==> src/rom.hex <==
// one 32-bit instruction word per line, index 0 to 31
00500093
fff08113
123451b7
67818193
06410213
00000013
002082b3
fffff337
7ff30313
00108093
80008393
abcde437
12340493
0050a513
fff18513
000015b7
02a58613
f9c60693
80000737
fff70793
00178813
00380f93
00710113
55555037
00908013
010f8893
0000006f
ffd88913
00fff9b7
55598a13
00118193
002a0a93

==> src/hdl/dbg_pkg.sv <==
`default_nettype none

package dbg_pkg;

    // data path and fetch sizes
    localparam int xlen      = 32;
    localparam int rom_words = 32;
    localparam int rom_aw    = $clog2(rom_words);
    localparam int reg_count = 32;
    localparam int reg_aw    = $clog2(reg_count);

    // debug command codes, anything else answers ff
    typedef enum logic [7:0] {
        cmd_nop               = 8'h00,
        cmd_echo              = 8'h01,
        cmd_toggle_led        = 8'h02,
        cmd_enable_clock      = 8'h03,
        cmd_disable_clock     = 8'h04,
        cmd_step_clock        = 8'h05,
        cmd_get_pc            = 8'h06,
        cmd_get_reg           = 8'h07,
        cmd_get_fetched_instr = 8'h09,
        cmd_echo_cc           = 8'hcc
    } dbg_cmd_e;

    // opcodes of the two executed instructions
    localparam logic [6:0] opc_addi = 7'b0010011;
    localparam logic [6:0] opc_lui  = 7'b0110111;

    // one instruction word seen as i-type or u-type
    typedef union packed {
        struct packed {
            logic [11:0] imm;
            logic [4:0]  rs1;
            logic [2:0]  funct3;
            logic [4:0]  rd;
            logic [6:0]  opcode;
        } i_fmt;
        struct packed {
            logic [19:0] imm;
            logic [4:0]  rd;
            logic [6:0]  opcode;
        } u_fmt;
    } instr_u;

    typedef struct packed {
        logic              run;
        logic              step;
        logic [reg_aw-1:0] reg_sel;
    } core_ctrl_t;

    typedef struct packed {
        logic [xlen-1:0] pc;
        logic [xlen-1:0] instr;
    } core_status_t;

endpackage

`default_nettype wire

==> src/hdl/dbg_cmd_unit.sv <==
`default_nettype none

module dbg_cmd_unit (
    input  wire logic                 clk,
    input  wire logic                 rst,
    input  wire logic [7:0]           rx_byte,
    input  wire logic                 rx_valid,
    output logic [7:0]                tx_byte,
    output dbg_pkg::core_ctrl_t       ctrl,
    input  wire dbg_pkg::core_status_t status,
    input  wire logic [31:0]          reg_rdata,
    output logic                      led
);

    import dbg_pkg::*;

    typedef enum logic [1:0] {
        st_idle,
        st_echo,
        st_read_reg,
        st_replying
    } dbg_state_e;

    dbg_state_e state;

    // reply bytes leave from the top of the buffer
    logic [63:0] send_buf;
    logic [3:0]  send_cnt;

    logic run_q;
    logic step_q;
    logic led_q;

    always_ff @(posedge clk) begin
        if (rst) begin
            state    <= st_idle;
            tx_byte  <= 8'h00;
            send_cnt <= 4'd0;
            run_q    <= 1'b0;
            step_q   <= 1'b0;
            led_q    <= 1'b0;
        end else begin
            // step lasts a single cycle
            step_q <= 1'b0;
            if (rx_valid) begin
                case (state)
                    st_idle: begin
                        case (rx_byte)
                            cmd_nop: tx_byte <= 8'h00;
                            cmd_echo: begin
                                tx_byte <= 8'h01;
                                state   <= st_echo;
                            end
                            cmd_toggle_led: begin
                                tx_byte <= 8'h00;
                                led_q   <= ~led_q;
                            end
                            cmd_enable_clock: begin
                                tx_byte <= 8'h00;
                                run_q   <= 1'b1;
                            end
                            cmd_disable_clock: begin
                                tx_byte <= 8'h00;
                                run_q   <= 1'b0;
                            end
                            cmd_step_clock: begin
                                tx_byte <= 8'h00;
                                step_q  <= 1'b1;
                            end
                            cmd_get_pc: begin
                                tx_byte  <= 8'h00;
                                send_cnt <= 4'd4;
                                state    <= st_replying;
                            end
                            cmd_get_reg: begin
                                tx_byte <= 8'h00;
                                state   <= st_read_reg;
                            end
                            cmd_get_fetched_instr: begin
                                tx_byte  <= 8'h00;
                                send_cnt <= 4'd8;
                                state    <= st_replying;
                            end
                            cmd_echo_cc: tx_byte <= 8'hcc;
                            default: tx_byte <= 8'hff;
                        endcase
                    end
                    st_echo: begin
                        tx_byte <= rx_byte;
                        state   <= st_idle;
                    end
                    st_read_reg: begin
                        tx_byte  <= 8'h00;
                        send_cnt <= 4'd4;
                        state    <= st_replying;
                    end
                    st_replying: begin
                        // incoming bytes are ignored here
                        tx_byte  <= send_buf[63:56];
                        send_cnt <= send_cnt - 4'd1;
                        if (send_cnt == 4'd1) begin
                            state <= st_idle;
                        end
                    end
                    default: state <= st_idle;
                endcase
            end
        end
    end

    // payload capture for the multi-byte replies
    always_ff @(posedge clk) begin
        if (rx_valid) begin
            if (state == st_idle && rx_byte == cmd_get_pc) begin
                send_buf <= {status.pc, 32'h0};
            end else if (state == st_idle && rx_byte == cmd_get_fetched_instr) begin
                send_buf <= {status.pc, status.instr};
            end else if (state == st_read_reg) begin
                send_buf <= {reg_rdata, 32'h0};
            end else if (state == st_replying) begin
                send_buf <= {send_buf[55:0], 8'h00};
            end
        end
    end

    // index byte drives the read port directly so data is ready at rx_valid
    assign ctrl.run     = run_q;
    assign ctrl.step    = step_q;
    assign ctrl.reg_sel = rx_byte[reg_aw-1:0];

    assign led = led_q;

endmodule

`default_nettype wire

==> src/hdl/spi_byte_slave.sv <==
`default_nettype none

module spi_byte_slave (
    input  wire logic       clk,
    input  wire logic       rst,
    input  wire logic       sclk,
    input  wire logic       mosi,
    input  wire logic       ss,
    output logic            miso,
    input  wire logic [7:0] tx_byte,
    output logic [7:0]      rx_byte,
    output logic            rx_valid
);

    // two-flop synchronizers for the pins
    logic [1:0] sclk_sync;
    logic [1:0] mosi_sync;
    logic [1:0] ss_sync;

    // previous synchronized levels for edge detection
    logic sclk_q;
    logic ss_q;

    logic [2:0] bit_cnt;
    logic [7:0] rx_shift;
    logic [7:0] tx_shift;

    logic sclk_rise;
    logic sclk_fall;
    logic ss_fall;
    logic ss_active;

    always_ff @(posedge clk) begin
        if (rst) begin
            sclk_sync <= 2'b00;
            ss_sync   <= 2'b11;
            sclk_q    <= 1'b0;
            ss_q      <= 1'b1;
        end else begin
            sclk_sync <= {sclk_sync[0], sclk};
            ss_sync   <= {ss_sync[0], ss};
            sclk_q    <= sclk_sync[1];
            ss_q      <= ss_sync[1];
        end
    end

    // data pin needs no reset
    always_ff @(posedge clk) begin
        mosi_sync <= {mosi_sync[0], mosi};
    end

    assign ss_active = ~ss_sync[1];
    assign sclk_rise = sclk_sync[1] & ~sclk_q;
    assign sclk_fall = ~sclk_sync[1] & sclk_q;
    assign ss_fall   = ss_q & ~ss_sync[1];

    // receive side
    always_ff @(posedge clk) begin
        if (rst) begin
            bit_cnt  <= 3'd0;
            rx_valid <= 1'b0;
        end else begin
            rx_valid <= 1'b0;
            if (!ss_active) begin
                bit_cnt <= 3'd0;
            end else if (sclk_rise) begin
                bit_cnt <= bit_cnt + 3'd1;
                if (bit_cnt == 3'd7) begin
                    rx_valid <= 1'b1;
                end
            end
        end
    end

    always_ff @(posedge clk) begin
        if (ss_active && sclk_rise) begin
            rx_shift <= {rx_shift[6:0], mosi_sync[1]};
            if (bit_cnt == 3'd7) begin
                rx_byte <= {rx_shift[6:0], mosi_sync[1]};
            end
        end
    end

    // transmit side, msb leads on the pin before the first rising edge
    always_ff @(posedge clk) begin
        if (ss_fall) begin
            tx_shift <= tx_byte;
        end else if (ss_active && sclk_fall) begin
            tx_shift <= {tx_shift[6:0], 1'b0};
        end
    end

    assign miso = tx_shift[7];

endmodule

`default_nettype wire

==> src/hdl/spi_debug_soc.sv <==
`default_nettype none

module spi_debug_soc (
    input  wire logic clk,
    input  wire logic rst,
    input  wire logic sclk,
    input  wire logic mosi,
    input  wire logic ss,
    output logic      miso,
    output logic      led
);

    import dbg_pkg::*;

    logic [7:0]   rx_byte;
    logic         rx_valid;
    logic [7:0]   tx_byte;
    core_ctrl_t   ctrl;
    core_status_t status;
    logic [31:0]  reg_rdata;

    // spi pins to bytes
    spi_byte_slave u_spi (
        .clk      (clk),
        .rst      (rst),
        .sclk     (sclk),
        .mosi     (mosi),
        .ss       (ss),
        .miso     (miso),
        .tx_byte  (tx_byte),
        .rx_byte  (rx_byte),
        .rx_valid (rx_valid)
    );

    dbg_cmd_unit u_dbg (
        .clk       (clk),
        .rst       (rst),
        .rx_byte   (rx_byte),
        .rx_valid  (rx_valid),
        .tx_byte   (tx_byte),
        .ctrl      (ctrl),
        .status    (status),
        .reg_rdata (reg_rdata),
        .led       (led)
    );

    // target processor, halted until run or step
    step_core u_core (
        .clk       (clk),
        .rst       (rst),
        .ctrl      (ctrl),
        .status    (status),
        .reg_rdata (reg_rdata)
    );

endmodule

`default_nettype wire

==> src/hdl/step_core.sv <==
`default_nettype none

module step_core (
    input  wire logic                clk,
    input  wire logic                rst,
    input  wire dbg_pkg::core_ctrl_t ctrl,
    output dbg_pkg::core_status_t    status,
    output logic [31:0]              reg_rdata
);

    import dbg_pkg::*;

    logic [xlen-1:0] pc;
    logic [xlen-1:0] rom [rom_words];
    logic [xlen-1:0] regs [reg_count];

    instr_u          cur;
    logic            advance;
    logic            wr_en;
    logic [4:0]      wr_addr;
    logic [xlen-1:0] wr_data;
    logic [xlen-1:0] imm_i;

    initial begin
        $readmemh("/design/src/rom.hex", rom);
    end

    // index wraps every 128 bytes of pc
    assign cur     = rom[pc[rom_aw+1:2]];
    assign advance = ctrl.run | ctrl.step;
    assign imm_i   = {{(xlen-12){cur.i_fmt.imm[11]}}, cur.i_fmt.imm};

    // decode, other words fall through as no-ops
    always_comb begin
        wr_en   = 1'b0;
        wr_addr = cur.i_fmt.rd;
        wr_data = '0;
        if (cur.u_fmt.opcode == opc_lui) begin
            wr_en   = 1'b1;
            wr_addr = cur.u_fmt.rd;
            wr_data = {cur.u_fmt.imm, 12'h000};
        end else if (cur.i_fmt.opcode == opc_addi && cur.i_fmt.funct3 == 3'b000) begin
            wr_en   = 1'b1;
            wr_addr = cur.i_fmt.rd;
            wr_data = regs[cur.i_fmt.rs1] + imm_i;
        end
    end

    always_ff @(posedge clk) begin
        if (rst) begin
            pc <= '0;
        end else if (advance) begin
            pc <= pc + 32'd4;
        end
    end

    // x0 is never written so it stays zero
    always_ff @(posedge clk) begin
        if (rst) begin
            for (int i = 0; i < reg_count; i++) begin
                regs[i] <= '0;
            end
        end else if (advance && wr_en && wr_addr != 5'd0) begin
            regs[wr_addr] <= wr_data;
        end
    end

    assign reg_rdata    = regs[ctrl.reg_sel];
    assign status.pc    = pc;
    assign status.instr = cur;

endmodule

`default_nettype wire

==> config.mk <==
export PLATFORM = sky130hd
export DESIGN_NAME = spi_debug_soc
export DESIGN_NICKNAME = d
export VERILOG_FILES = /design/src/hdl/dbg_pkg.sv /design/src/hdl/dbg_cmd_unit.sv /design/src/hdl/spi_byte_slave.sv /design/src/hdl/spi_debug_soc.sv /design/src/hdl/step_core.sv
export SDC_FILE = /design/constraint.sdc
export NUM_CORES = 1
export LEC_CHECK = 0
export BUFFER_PORTS_ARGS = -buffer_cell sky130_fd_sc_hd__buf_2
export CAP_MARGIN = 40
export CELL_PAD_IN_SITES_DETAIL_PLACEMENT = 2
export CELL_PAD_IN_SITES_GLOBAL_PLACEMENT = 2
export CORE_ASPECT_RATIO = 1.5
export CORE_UTILIZATION = 35
export DETAILED_ROUTE_END_ITERATION = 7
export PLACE_DENSITY = 0.73
export RECOVER_POWER = 25
export SKIP_LAST_GASP = 1
export SLEW_MARGIN = 30
export SYNTH_ARGS = -nofsm -noshare
export SYNTH_HDL_FRONTEND = slang
export SYNTH_HIERARCHICAL = 1
export SYNTH_SLANG_ARGS = --single-unit
==> constraint.sdc <==
create_clock -name clk -period 3.2 [get_ports clk]
set_input_delay 0.64 -clock clk [delete_from_list [all_inputs] [get_ports clk]]
set_output_delay 0.64 -clock clk [all_outputs]
set_load 0.01 [all_outputs]
==> metrics.md, run 1 <==
| Metric | Value |
|---|---|
| Result of the run | `finished clean` |
| Residual antenna-violating net count after detailed routing | `0` |
| Sequential share of power | `between 40% and 50%` |
| Sw Ratio | `between 20% and 30%` |
| Vias after detailed routing | `about 4700` |
| Most frequent cells in the layout | `87 x sky130_fd_sc_hd__edfxtp_1, 69 x sky130_fd_sc_hd__nor2_1, 66 x sky130_fd_sc_hd__conb_1, 59 x sky130_fd_sc_hd__dfxtp_1, 56 x sky130_fd_sc_hd__a21oi_1` |
| Post-CTS Hold Buffers | `0` |
| Final Routed Wirelength | `between 15 and 20 mm` |
| Routing usage on met3 | `about 3.4%` |
| Area Growth Syn to Fin | `9.06%` |
| GR Overflow Total | `0` |
| Initial antenna violation count | `0` |
| Number of clock sinks | `around 150` |
| Crit Path Category | `in2reg` |
| Per-cell via count in the routed design | `about 5.1` |
| Final cell area excluding filler cells | `slightly below 8000 um^2` |
| Highest net fanout along the worst path | `23` |
| Kind of capture point of the worst setup path | `flip-flop` |
| Buffers on Ports | `6` |
| Transition at the pin with the smallest max-transition slack | `around 1400 ps` |
| Cell area power density | `just over 500 nW/um^2` |
| Post-synthesis instance total | `653` |
| Post-synthesis instance area | `just over 7000 um^2` |
| Clock tree root buffer cell | `sky130_fd_sc_hd__clkbuf_16` |
| Synthesis Warnings | `6` |
| Share of layout cells above drive strength 1 | `a little over a tenth` |
| R2R depth | `4` |
| Post_cts resized | `0` |
| Switching pwr | `about 880 uW` |
| Antenna cells | `0` |
| CTS Buffer Depth | `2` |
| Wire length of the first global-routing pass | `29.3 mm` |
| Number of global-route vias before repair | `between 5000 and 6000` |
| H-Tree Depth | `4` |
| Worst-case register-to-register setup slack | `870 ps` |
| Post-placement cell area | `~7200 um^2` |
| Top Ports | `7` |
| CTS tree | `yes` |
| # DRC | `0` |
| Max-Slew Margin vs Limit | `~6.1%` |
| Kind of launch point of the worst setup path | `input port` |
| Most common cell after layout, fill and taps aside | `sky130_fd_sc_hd__edfxtp_1` |
| Final Total Pwr | `slightly above 4 mW` |
| Total die area | `between 20000 and 25000 um^2` |
| Number of DRC markers after the initial detailed-route iteration | `between 200 and 250` |
| Clk Latency, worst-skew pair | `~440 ps` |
| Max Transition Viols Final | `0` |
| Synthesized area per cell | `between 10 and 15 um^2` |
| CTS Buf Count | `17` |
| Final weighted congestion of routability-driven global placement | `0.777` |
| Shortest clock period the worst path allows after layout | `~2500 ps` |
| Die X-Extent | `119 um` |
| Launch point of the worst reg-to-reg path | `u_dbg/state[1]` |
| Global routing met2 resource utilization | `around 35%` |
| Reg clk slew, reported paths | `~60 ps` |
| Total Routing Usage GR | `roughly 19%` |
| Final sum of negative setup slack | `0 ps` |
| Starting Density | `a little over a third` |
| Hold WC Path Type | `in2reg` |
| Pin count of the biggest net entering global routing | `66` |
| Combinational Power Share | `between 1 and 1.5%` |
| Top achievable clock speed | `402 MHz` |
| Placed wire-length estimate after detailed placement | `~12 mm` |
| Final critical-path share of the clock period | `about 80%` |
| Startpoint of the most critical hold path | `mosi` |
| Router iterations before antenna repair | `4` |
| Met1 usage in global routing | `between 10% and 20%` |
| Number of endpoints with negative hold slack in the final report | `0` |
| Row Count | `63` |
| Core box area | `19900 um^2` |
| Average wire per cell in the routed design | `19.3 um` |
| Number of buffers inserted by post-CTS setup repair | `0` |
| Worst clock skew on the final layout | `13.7 ps` |
| Peak supply drop | `377 uV` |
| Clock share of power | `around 50%` |
| Global routing's busiest layer | `met2` |
| Required time at the endpoint of the critical path | `~3500 ps` |
| Post-placement cell count | `approximately 900` |
| Data arrival time of the critical path | `2810 ps` |
| MaxCap Viol Count | `0` |
| Layout Nets | `663` |
| Hold-critical path depth | `1` |
| RSZ-0062 raised after global routing | `false` |
| Filler-free cell count of the finished design | `926` |
| Internal cell power | `3.16 mW` |
| Y dimension of the die | `about 180 um` |
| Total of endpoints with negative setup slack in the final report | `0` |
| Final-layout worst hold slack | `roughly 310 ps` |
| Cell leakage power | `2.77 nW` |
| Worst reg2reg path endpoint | `u_dbg/send_buf[40]` |
| Worst Hold Endpoint | `u_spi/mosi_sync[0]` |
how the worst max path moves through the flow:
stage | from | end | slack, ps
floorplan | u_spi/rx_byte[1] | u_dbg/send_buf[0] | 230
global placement | u_spi/rx_byte[2] | u_dbg/send_buf[61] | 820
detailed placement | u_dbg/state[1] | u_dbg/send_buf[40] | 870
CTS | u_dbg/state[1] | u_dbg/send_buf[40] | 850
global route | rst | u_core/pc[15] | 590
finish | rst | u_core/pc[15] | 710
per-stage QoR:
stage,util [%],setup slack [ps]
after floorplan,-,227
after global placement,36.2,821
after detailed placement,36.4,873
after CTS,39.4,845
after global routing,39.2,587
final,39.2,713
state kept, by name, indices dropped and copies added, names as in the netlist, 3 cells and up:
name / flops
u_dbg/send_cnt: 4
u_dbg/tx_byte: 8
u_spi/rx_byte: 8
u_dbg/send_buf: 64
u_core/pc: 30
u_spi/tx_shift: 8
u_spi/bit_cnt: 3
u_spi/rx_shift: 7
metal layers:
metal	up-vias	wire length [um]	share of wire (%)
li1	2267	-	-
met1	2393	7210	40
met5	-	0	0
met2	46	9890	55
met4	0	503	2.8
met3	27	299	1.7
worst max-delay path: stages:
cell and delay, ps:
sky130_fd_sc_hd__clkbuf_1 1000, sky130_fd_sc_hd__clkbuf_1 750, sky130_fd_sc_hd__nor2b_1 100, sky130_fd_sc_hd__mux2_2 290
cell type report:
type | count | area (um^2)
Fill cell | 2160 | 12100
Sequential cell | 146 | 3790
Inverter | 10 | 37.5
Timing Repair Buffer | 19 | 151
Multi-Input combinational cell | 459 | 2870
Clock buffer | 22 | 518
Clock inverter | 10 | 83.8
Tap cell | 260 | 325
power by group through the flow:
stage / Combinational [mW] / Clock (mW) / Sequential (mW)
floorplan: 0.0914 / 0 / 2.02
global placement: 0.0445 / 0 / 2.02
detailed placement: 0.0466 / 0 / 2.02
CTS: 0.0468 / 2.07 / 1.98
global route: 0.0518 / 2.15 / 1.98
finish: 0.0446 / 2.01 / 1.98
(Power assumes the default switching activity.)
==> run 2: changes to the inputs <==
--- a/config.mk
+++ b/config.mk
@@ -5,6 +5,7 @@
 export SDC_FILE = /design/constraint.sdc
 export NUM_CORES = 1
 export LEC_CHECK = 0
+export ABC_AREA = 1
 export BUFFER_PORTS_ARGS = -buffer_cell sky130_fd_sc_hd__buf_2
 export CAP_MARGIN = 40
 export CELL_PAD_IN_SITES_DETAIL_PLACEMENT = 2
@@ -12,7 +13,7 @@
 export CORE_ASPECT_RATIO = 1.5
 export CORE_UTILIZATION = 35
 export DETAILED_ROUTE_END_ITERATION = 7
-export PLACE_DENSITY = 0.73
+export PLACE_DENSITY = 0.78
 export RECOVER_POWER = 25
 export SKIP_LAST_GASP = 1
 export SLEW_MARGIN = 30
==> constraint.sdc (replaced) <==
create_clock -name clk -period 2.6 [get_ports clk]
set_input_delay 0.52 -clock clk [delete_from_list [all_inputs] [get_ports clk]]
set_output_delay 0.52 -clock clk [all_outputs]
set_load 0.01 [all_outputs]
==> metrics.md, run 2 <==
| Metric | Value |
|---|---|
| Result of the run | `finished clean` |
| Most frequent cells in the layout | `141 x sky130_fd_sc_hd__nand2_1, 124 x sky130_fd_sc_hd__nor2_1, 98 x sky130_fd_sc_hd__nand3_1, 87 x sky130_fd_sc_hd__inv_1, 87 x sky130_fd_sc_hd__edfxtp_1` |
| Stage delay of the slowest cell on the critical path | `410 ps (-590 ps)` |
| Max Transition Viols Final | `0 (unchanged)` |
| R2R depth | `10 (+6)` |
| # DRC | `0 (unchanged)` |
| Synthesis Warnings | `6 (unchanged)` |
| Met1 usage in global routing | `19.8% (-0.12 points)` |
| Average wire per cell in the routed design | `17.1 um (-12%)` |
| Final critical-path share of the clock period | `88.4%` |
| Internal cell power | `3.95 mW (+25%)` |
| Sequential share of power | `48.2% (-1.0 points)` |
| Post-placement cell count | `1124 (+26%)` |
| Core box area | `20600 um^2 (+3.6%)` |
| Sw Ratio | `22.1% (+0.36 points)` |
| Number of buffers inserted by post-CTS setup repair | `0 (unchanged)` |
| Post-synthesis instance area | `7420 um^2 (+4.0%)` |
| Worst Hold Endpoint | `u_spi/mosi_sync[0]` |
| CTS Buffer Depth | `2 (unchanged)` |
| Total Routing Usage GR | `19.2% (+0.66 points)` |
| Switching pwr | `1.12 mW (+28%)` |
| Crit Path Category | `reg2reg` |
| Worst reg2reg path endpoint | `u_dbg/send_buf[36]` |
| Final weighted congestion of routability-driven global placement | `0.721 (-7.2%)` |
| Shortest clock period the worst path allows after layout | `around 2300 ps` |
| Most common cell after layout, fill and taps aside | `sky130_fd_sc_hd__nand2_1` |
| Area Growth Syn to Fin | `8.63%` |
| Largest register FFs | `64 (unchanged)` |
| Cell area power density | `628 nW/um^2 (+21%)` |
| Vias after detailed routing | `5745 (+21%)` |
| Filler-free cell count of the finished design | `1156 (+25%)` |
| Worst Setup Slack post-DPL | `401 ps (-471 ps)` |
| Top achievable clock speed | `around 430 MHz` |
| Final sum of negative setup slack | `0 ps (unchanged)` |
| Buf/Inv on CP | `4 (+2)` |
| Clk Latency, worst-skew pair | `430 ps (about the same)` |
| Max stage delay cell, worst path | `sky130_fd_sc_hd__edfxtp_1` |
| Per-cell via count in the routed design | `4.97 (-2.8%)` |
| Worst-path cell chain | `nor2_1 > nand2_2 > inv_1 > nand2_1 > inv_2 > nor2_1 > nand2_1 > nand3_1 > clkinvlp_4 > buf_12` |
| Transition at the pin with the smallest max-transition slack | `881 ps (-528 ps)` |
| Routing usage on met3 | `3.54% (+0.13 points)` |
| Peak supply drop | `428 uV (+14%)` |
| CTS Buf Count | `17 (unchanged)` |
| Clock share of power | `50.4% (+0.7 points)` |
| Top Ports | `7 (unchanged)` |
| Clock tree root buffer cell | `sky130_fd_sc_hd__clkbuf_16` |
| Cell leakage power | `3.14 nW (+13%)` |
| Router iterations before antenna repair | `4 (unchanged)` |
| Global routing's busiest layer | `met2` |
| Combinational Power Share | `1.4% (+0.3 points)` |
| Starting Density | `36.1% (+0.15 points)` |
| Hold WC Path Type | `in2reg` |
| Kind of capture point of the worst setup path | `flip-flop` |
| Kind of launch point of the worst setup path | `flip-flop` |
| Post-synthesis instance total | `874 (+34%)` |
| Number of endpoints with negative hold slack in the final report | `0 (unchanged)` |
| Largest register by flop count | `u_dbg/send_buf` |
| Initial antenna violation count | `0 (unchanged)` |
| Highest net fanout along the worst path | `41 (+78%)` |
| Top cell family by delay on the critical path | `simple AND/OR/NAND/NOR gates` |
| CTS tree | `yes` |
| Launch point of the worst reg-to-reg path | `u_spi/rx_byte[4]` |
| Number of DRC markers after the initial detailed-route iteration | `225 (+5.6%)` |
| Antenna cells | `0 (unchanged)` |
| Worst clock skew on the final layout | `9.33 ps (-4.34 ps)` |
| Required time at the endpoint of the critical path | `2710 ps (-810 ps)` |
| Layout Nets | `889 (+34%)` |
| Top flop regs | `u_dbg/send_buf x64, u_core/pc x30` |
| Hold-critical path depth | `1 (unchanged)` |
| Final Total Pwr | `5.07 mW (+26%)` |
| Residual antenna-violating net count after detailed routing | `0 (unchanged)` |
| Placed wire-length estimate after detailed placement | `13.3 mm (+7.5%)` |
| Final-layout worst hold slack | `212 ps (-99.8 ps)` |
| Reg clk slew, reported paths | `70 ps (about the same)` |
| Buffers on Ports | `6 (unchanged)` |
| Wire length of the first global-routing pass | `32.2 mm (+9.9%)` |
| Share of layout cells above drive strength 1 | `8.30% (-2.7 points)` |
| Post_cts resized | `0 (unchanged)` |
| Total die area | `21800 um^2 (+4.0%)` |
| Number of clock sinks | `146 (unchanged)` |
| Max-Slew Margin vs Limit | `41.0% (+35 points)` |
| Number of global-route vias before repair | `6301 (+19%)` |
| Worst-case register-to-register setup slack | `300 ps (-570 ps)` |
| Total of endpoints with negative setup slack in the final report | `0 (unchanged)` |
| Final Routed Wirelength | `19.7 mm (+10%)` |
| Final worst slack | `301 ps (-412 ps)` |
| Startpoint of the most critical hold path | `mosi` |
| Pin count of the biggest net entering global routing | `89 (+35%)` |
| Global routing met2 resource utilization | `36.7% (+2.1 points)` |
| Data arrival time of the critical path | `2410 ps (-400 ps)` |
| Post-CTS Hold Buffers | `0 (unchanged)` |
| RSZ-0062 raised after global routing | `false` |
| Synthesized area per cell | `8.49 um^2 (-22%)` |
| MaxCap Viol Count | `0 (unchanged)` |
| GR Overflow Total | `0 (unchanged)` |
| Die X-Extent | `121 um (+2.0%)` |
| Y dimension of the die | `180 um (+2.0%)` |
| H-Tree Depth | `4 (unchanged)` |
| Row Count | `64 (+1.6%)` |
## run 2: cell type report
cell class	count	area, um^2
tap	264	330
inverter	95	360
sequential	146	3790
clock buffer	20	458
multi-input combinational	600	2820
timing repair buffer	19	158
fill	2377	12500
clock inverter	12	146
## run 2: per-layer routing
layer  wire length [um]  vias to the layer above
met3                342                       36
met2              11100                       61
met5                  0                        -
li1                   -                     2788
met4                634                        0
met1               7680                     2860
## run 2: worst reg2reg max path, cell delays in order (launching register included)
cell and delay [ps]:
sky130_fd_sc_hd__edfxtp_1 410, sky130_fd_sc_hd__nor2_1 210, sky130_fd_sc_hd__nand2_2 170, sky130_fd_sc_hd__inv_1 140, sky130_fd_sc_hd__nand2_1 90, sky130_fd_sc_hd__inv_2 70, sky130_fd_sc_hd__nor2_1 50, sky130_fd_sc_hd__nand2_1 70
sky130_fd_sc_hd__nand3_1 180, sky130_fd_sc_hd__clkinvlp_4 280, sky130_fd_sc_hd__buf_12 280
## run 2: through the flow
stage | util [%] | cell area, um^2
floorplan | - | 7670
global placement | 36.5 | 7510
detailed placement | 36.5 | 7510
CTS | 39.4 | 8120
global route | 39.2 | 8070
finish | 39.2 | 8070
## run 2: power groups by stage
stage	clock network [mW]	registers, mW	logic (mW)
after floorplan	0	2.49	0.119
final	2.55	2.44	0.0710
after detailed placement	0	2.49	0.0688
after CTS	2.62	2.44	0.0689
after global placement	0	2.49	0.0669
after global routing	2.71	2.44	0.0847
## run 2: how the worst max path moves through the flow
stage	from	endpoint	slack, ps	cells after the start
2_1_floorplan	u_dbg/state[1]	u_dbg/send_buf[0]	190	5
3_3_place_gp	u_spi/rx_byte[7]	u_dbg/send_buf[26]	490	10
3_5_place_dp	u_spi/rx_byte[7]	u_dbg/send_buf[6]	400	10
6_report	u_spi/rx_byte[4]	u_dbg/send_buf[36]	300	10
4_1_cts	u_spi/rx_byte[4]	u_dbg/send_buf[45]	260	10
5_1_grt	u_spi/rx_byte[4]	u_dbg/send_buf[36]	160	10
